==> config.mk <==
export PLATFORM = sky130hd
export DESIGN_NAME = dcache_flat
export DESIGN_NICKNAME = d
export VERILOG_FILES = /design/src/hdl/dcache_pkg.sv /design/src/hdl/cache_req_if.sv /design/src/hdl/line_store.sv /design/src/hdl/dcache.sv /design/src/flat_wrapper.sv
export SDC_FILE = /design/constraint.sdc
export NUM_CORES = 1
export LEC_CHECK = 0
export BUFFER_PORTS_ARGS = -buffer_cell sky130_fd_sc_hd__buf_2
export CORE_MARGIN = 2
export CORE_UTILIZATION = 52
export DETAILED_ROUTE_END_ITERATION = 10
export HOLD_SLACK_MARGIN = 0.03
export PLACE_DENSITY = 0.86
export SYNTH_ARGS = -nofsm -noshare
export SYNTH_HDL_FRONTEND = slang
export SYNTH_HIERARCHICAL = 1
export SYNTH_SLANG_ARGS = --single-unit
==> constraint.sdc <==
create_clock -name clk -period 7.1 [get_ports clk]
set_input_delay 1.42 -clock clk [delete_from_list [all_inputs] [get_ports clk]]
set_output_delay 1.42 -clock clk [all_outputs]
set_load 0.01 [all_outputs]
==> src/hdl/dcache_pkg.sv <==
package dcache_pkg;

  // ------------------------------------------------------------------
  // address and data geometry
  // ------------------------------------------------------------------
  localparam int unsigned ADDR_WIDTH   = 8;   // word addressed
  localparam int unsigned WORD_WIDTH   = 32;
  localparam int unsigned LINE_WORDS   = 4;
  localparam int unsigned OFFSET_WIDTH = 2;   // log2 of LINE_WORDS
  localparam int unsigned TAG_WIDTH    = ADDR_WIDTH - OFFSET_WIDTH;

  // ------------------------------------------------------------------
  // typed vectors
  // ------------------------------------------------------------------
  typedef logic [ADDR_WIDTH-1:0] addr_t;
  typedef logic [WORD_WIDTH-1:0] word_t;

  // word 0 of the line sits in the low bits
  typedef logic [LINE_WORDS*WORD_WIDTH-1:0] line_t;

  typedef logic [TAG_WIDTH-1:0] tag_t;         // line address
  typedef logic [OFFSET_WIDTH-1:0] offset_t;   // word within a line

  // ------------------------------------------------------------------
  // arbiter FSM
  // ------------------------------------------------------------------
  typedef enum logic [1:0] {
    arb_idle,      // waiting for a requester
    arb_wait_mem,  // grant held until the memory responds
    arb_release    // one cycle gap so the served cache sees its hit
  } arb_state_t;

endpackage

==> src/hdl/cache_req_if.sv <==
`timescale 1ns/1ps

// request bundle between one cache and the memory arbiter
interface cache_req_if import dcache_pkg::*; ();

  logic  req;    // level, held until the cache is served
  logic  store;
  addr_t addr;
  word_t wdata;
  logic  grant;  // high while this cache owns the memory

  modport cache (
    output req,
    output store,
    output addr,
    output wdata,
    input  grant
  );

  modport arbiter (
    input  req,
    input  store,
    input  addr,
    input  wdata,
    output grant
  );

endinterface

==> src/hdl/line_store.sv <==
`timescale 1ns/1ps

module line_store import dcache_pkg::*; #(
  parameter int unsigned ENTRY_BITS = 2
) (
  input  logic  clk,
  input  logic  arst_n,
  input  tag_t  lookup_tag,
  input  logic  fill_en,
  input  line_t fill_line,
  input  logic  inval_en,
  input  tag_t  inval_tag,
  output logic  hit,
  output line_t rdata
);

  localparam int unsigned N_ENTRIES = 1 << ENTRY_BITS;

  logic [N_ENTRIES-1:0]  valid_q;
  tag_t                  tag_q  [N_ENTRIES];
  line_t                 data_q [N_ENTRIES];
  logic [ENTRY_BITS-1:0] victim_q;   // oldest entry, next to be replaced
  logic [ENTRY_BITS-1:0] fill_idx;
  logic                  free_found;

  // ------------------------------------------------------------------
  // parallel tag compare
  // ------------------------------------------------------------------
  always_comb begin
    hit   = 1'b0;
    rdata = '0;
    for (int i = 0; i < N_ENTRIES; i++) begin
      if (valid_q[i] && tag_q[i] == lookup_tag) begin
        hit   = 1'b1;
        rdata = data_q[i];   // tags are unique, at most one match
      end
    end
  end

  // ------------------------------------------------------------------
  // fill target, an empty slot wins over the FIFO victim
  // ------------------------------------------------------------------
  always_comb begin
    fill_idx   = victim_q;
    free_found = 1'b0;
    for (int i = 0; i < N_ENTRIES; i++) begin
      if (!free_found && !valid_q[i]) begin
        fill_idx   = i[ENTRY_BITS-1:0];
        free_found = 1'b1;
      end
    end
  end

  always_ff @(posedge clk or negedge arst_n) begin
    if (!arst_n) begin
      valid_q  <= '0;
      victim_q <= '0;
    end else begin
      if (inval_en) begin
        for (int i = 0; i < N_ENTRIES; i++) begin
          if (tag_q[i] == inval_tag) begin
            valid_q[i] <= 1'b0;
          end
        end
      end
      if (fill_en) begin
        valid_q[fill_idx] <= 1'b1;
        victim_q          <= victim_q + 1'b1;   // wraps around the entries
      end
    end
  end

  // the line being filled is the one the port is still looking up
  always_ff @(posedge clk) begin
    if (fill_en) begin
      tag_q[fill_idx]  <= lookup_tag;
      data_q[fill_idx] <= fill_line;
    end
  end

endmodule

==> src/hdl/dcache.sv <==
`timescale 1ns/1ps

module dcache import dcache_pkg::*; #(
  parameter int unsigned ENTRY_BITS = 2
) (
  input  logic        clk,
  input  logic        arst_n,
  input  logic        enable,
  input  logic        store,
  input  addr_t       addr,
  input  word_t       data_in,
  input  logic        fill_valid,
  input  line_t       fill_line,
  input  logic        snoop_valid,
  input  tag_t        snoop_tag,
  cache_req_if.cache  bus,
  output logic        hit,
  output word_t       data_out
);

  tag_t    tag;
  offset_t offset;
  logic    ls_hit;
  line_t   ls_rdata;
  logic    served;          // memory response for this cache
  logic    fill_en;
  logic    own_store_done;
  logic    inval_en;
  tag_t    inval_tag;

  assign tag    = addr[ADDR_WIDTH-1:OFFSET_WIDTH];
  assign offset = addr[OFFSET_WIDTH-1:0];

  // ------------------------------------------------------------------
  // response handling
  // ------------------------------------------------------------------
  assign served         = bus.grant & fill_valid;
  assign fill_en        = served & ~store;
  assign own_store_done = served & store;   // write-through, keep no copy

  // other ports' stores arrive as snoops
  assign inval_en  = snoop_valid | own_store_done;
  assign inval_tag = own_store_done ? tag : snoop_tag;

  line_store #(
    .ENTRY_BITS (ENTRY_BITS)
  ) u_store (
    .clk        (clk),
    .arst_n     (arst_n),
    .lookup_tag (tag),
    .fill_en    (fill_en),
    .fill_line  (fill_line),
    .inval_en   (inval_en),
    .inval_tag  (inval_tag),
    .hit        (ls_hit),
    .rdata      (ls_rdata)
  );

  // ------------------------------------------------------------------
  // request to the arbiter
  // ------------------------------------------------------------------
  assign bus.req   = enable & (store | ~ls_hit);   // stores always go out
  assign bus.store = store;
  assign bus.addr  = addr;
  assign bus.wdata = data_in;

  assign hit      = enable & (store ? own_store_done : ls_hit);
  assign data_out = ls_rdata[offset*WORD_WIDTH +: WORD_WIDTH];

endmodule

==> src/flat_wrapper.sv <==
// flat-port wrapper written by rule: the top's interface ports become plain ports
module dcache_flat import dcache_pkg::*;
#(
  parameter int unsigned ENTRY_BITS = 2
)
  (clk, arst_n, enable, store, addr, data_in, fill_valid, fill_line, snoop_valid, snoop_tag, hit, data_out, bus_req, bus_store, bus_addr, bus_wdata, bus_grant);
  cache_req_if bus_i ();
  input  logic clk;
  input  logic arst_n;
  input  logic enable;
  input  logic store;
  input  addr_t addr;
  input  word_t data_in;
  input  logic fill_valid;
  input  line_t fill_line;
  input  logic snoop_valid;
  input  tag_t snoop_tag;
  output logic hit;
  output word_t data_out;
  output wire logic [$bits(bus_i.req)-1:0] bus_req;
  output wire logic [$bits(bus_i.store)-1:0] bus_store;
  output wire logic [$bits(bus_i.addr)-1:0] bus_addr;
  output wire logic [$bits(bus_i.wdata)-1:0] bus_wdata;
  input wire logic [$bits(bus_i.grant)-1:0] bus_grant;
  assign bus_req = bus_i.req;
  assign bus_store = bus_i.store;
  assign bus_addr = bus_i.addr;
  assign bus_wdata = bus_i.wdata;
  assign bus_i.grant = bus_grant;
  dcache #(.ENTRY_BITS(ENTRY_BITS)) u_core (.clk(clk), .arst_n(arst_n), .enable(enable), .store(store), .addr(addr), .data_in(data_in), .fill_valid(fill_valid), .fill_line(fill_line), .snoop_valid(snoop_valid), .snoop_tag(snoop_tag), .bus(bus_i), .hit(hit), .data_out(data_out));
endmodule
==> flow_summary.toml <==
[run_status]
outcome = "completed"

[power]
irDropWorstVdd_uv = 200
p_int_w = 0.00558
pwr-share-seq_pct = 54.1
comb_power_share_pct = 7.2
p_sw_share_pct = 22.4
p_sw_w = 0.00161
pwr-share-clk_pct = 38.7
total_power_w = 0.00719
power_density_mw_per_mm2 = 293
leakage_nw = 7.96

[routing]
drt_iter0_drc = 1439
met2_length_um = 25500
route.vias.total = 12700
topRoutingLayerUsed = "met5"
antenna_left = 0
wl_met1_um = 18800
wl_um = 50700
wl_per_cell_um = 24.8
dr_wl_met3_um = 4750
drt_pass1_iterations = 5
drc_errors = 0
viasPerCell = 6.21

[critical_path]
crit_fanout = 68
cp_cell_sequence = "buf_2, xnor2_1, nand4_1, or3_4, buf_4, o21ai_0, o21ai_1, mux4_2, buf_2"
crit_type = "in -> out"
cpLargestDelayFamily = "buffers and inverters"
critPathBufInv = 3
crit_required_ns = 5.68
critPathSlowestCell = "or3_4"
critPathCaptureType = "primary output"
start_kind = "input port"
crit_top_cell = "buf_2"
cp_slowest_stage_delay_ns = 0.65
arrival_ns = 4.29

[yosys]
yosysMostFrequentCell = "edfxtp_1"
ys_warn_count = 6
synth.avg_cell_area_um2 = 16.4
synthTopCellsByCount = "edfxtp_1, o21ai_0, nand2_1"
synth_top_flop_cell = "edfxtp_1"
synth_nets = 1508
seq_area_frac_synth_pct = 74.8
synthesis.area_mm2 = 0.0217
synth.largest_area_cell = "edfxtp_1"
ys_async_sr_fraction_pct = 1.11
synth_area_leaders = "edfxtp_1, a221oi_1, o21ai_0"
synth.distinct_cells = 36
syn_inst = 1327
yosys.area.top_type_share_pct = 74.1
synth_seq_cells = 542
synth_edf_count = 536

[layout]
layout-drive-gt1-share_pct = 24.2
fill_cells = 2940
area_growth_pct = 12.9
num-nets-final = 1642

[floorplanning]
die_w_um = 208
io_pins = 256
initial_core_util_pct = 53.0
rows = 74
dieArea_mm2 = 0.0434
core_mm2 = 0.0410
die_h_um = 208

[run]
maxCapViolations = 0

[sta]
finalHoldViolations = 0
fin_crit_ns = 5.71
fin_skew_ns = 0.0234
slew_headroom_pct = 34.5
slew_violations = 0
clock.fmax_mhz = 175
fin_crit_sh_pct = 80.5
worst_pin_slew_ns = 0.982
tns_ns = 0
rsz0062_at_grt = "no"
finalSetupViolCount = 0

[place]
gp_congestion = 0.846
dp_hpwl_um = 28100
port_buffers = 191

[clock_tree]
clock_latency_ns = 0.61
htree_num_levels = 2
path_clk_slew_ns = 0.06
cts_tree = "done"
hold_buffers = 0
cts_buffers = 54
root_buffer = "clkbuf_16"
post_cts_buffers = 0
clockBufferDepth = 3
post_cts_resized = 0
clock_sinks = 542

[global_routing]
grt_pass1_wl_um = 75800
grt.total_usage_pct = 23.0
grt_max_degree = 130
grt_pass1_vias = 12800
grt_overflow = 0
antenna_found_initial = 27

[min_path]
min_path_type = "reg -> reg"
==> flip-flops by register name (all words and copies together), names as in the netlist <==
| name | cells |
|---|---|
| u_core/u_store/tag_q | 24 |
| u_core/u_store/victim_q | 2 |
| u_core/u_store/data_q | 512 |
| u_core/u_store/valid_q | 4 |
==> cell families (layout without fill, tap and decap cells) <==
family / count (synthesis) / count (layout) / share of synthesized area [%]
buffers and inverters: 136 / 315 / 4.06
flip-flops: 542 / 542 / 74.8
multiplexers: 38 / 38 / 3.66
AO/OA/AOI/OAI: 396 / 396 / 12.3
other: 0 / 12 / 0
AND/OR/NAND/NOR: 165 / 165 / 3.13
XOR/XNOR: 50 / 50 / 2.02
==> cell usage in the layout, fill, tap and decap left out, drive strengths merged, types with 6 or more instances in the layout <==
master  instances
xor2           20
clkinv         22
edfxtp        536
a221oi        128
buf           213
diode          12
mux4           32
dfrtp           6
nand4           7
xnor2          30
bufinv          6
nor2            7
o21ai         260
clkbuf         67
mux2            6
nand2         136
==> area by class of cell <==
class                   instances  area, um^2  share of cell area (%)
flip-flops and latches        542       16200                    66.3
repair buffers                213        1180                    4.83
diodes                         12        30.0                   0.122
well taps                     532         666                    2.71
multi-input cells             649        4660                    19.0
clock buffers                  67        1400                    5.71
clock inverters                34         334                    1.36
inverters                       1        3.75                  0.0153
==> power by group through the flow <==
stage               logic (W)  registers, W  clock network [W]
floorplan            0.000318       0.00397                  0
global placement     0.000509       0.00394                  0
detailed placement   0.000522       0.00395                  0
CTS                  0.000525       0.00389            0.00283
global route         0.000565       0.00390            0.00295
finish               0.000520       0.00389            0.00278
==> routing by layer <==
metal	track usage, %	vias up
met5	0	-
met4	9.97	26
met3	5.89	155
met2	37.1	609
met1	29.8	6394
li1	-	5544
==> worst register-to-register path: stages, from the launching register on <==
cell,delay (ns)
dfrtp_1,0.44
nand2_1,0.09
o211ai_1,0.16
nand2_1,0.19
nor2_4,0.71
buf_4,0.71
==> path summary, 6_finish.rpt <==
| path | from | endpoint | slack [ns] | depth (start not counted) |
|---|---|---|---|---|
| worst max-delay path | addr[5] | data_out[3] | 1.39 | 9 |
| worst min-delay path | u_core/u_store/victim_q[0] | u_core/u_store/victim_q[0] | 0.49 | 1 |
| worst max register to register | u_core/u_store/valid_q[2] | u_core/u_store/data_q[1][51] | 4.40 | 5 |
| worst min register to register | u_core/u_store/victim_q[0] | u_core/u_store/victim_q[0] | 0.49 | 1 |
| max in group asynchronous | arst_n | u_core/u_store/victim_q[1] | 6.31 | 1 |
| min in group asynchronous | arst_n | u_core/u_store/victim_q[0] | 0.65 | 1 |
==> per-stage QoR <==
stage,util [%],hold WS [ns],setup slack [ns],std cells,cell area [um^2]
2_1_floorplan,-,0.455,-0.989,1327,21700
3_3_place_gp,55.5,0.480,1.49,1937,22800
3_5_place_dp,55.5,0.488,1.48,1937,22800
4_1_cts,59.7,0.499,1.46,2038,24500
5_1_grt,59.8,0.531,1.22,2046,24500
6_report,59.8,0.494,1.39,2050,24500
Note: power is estimated with default switching activity, not from simulation.
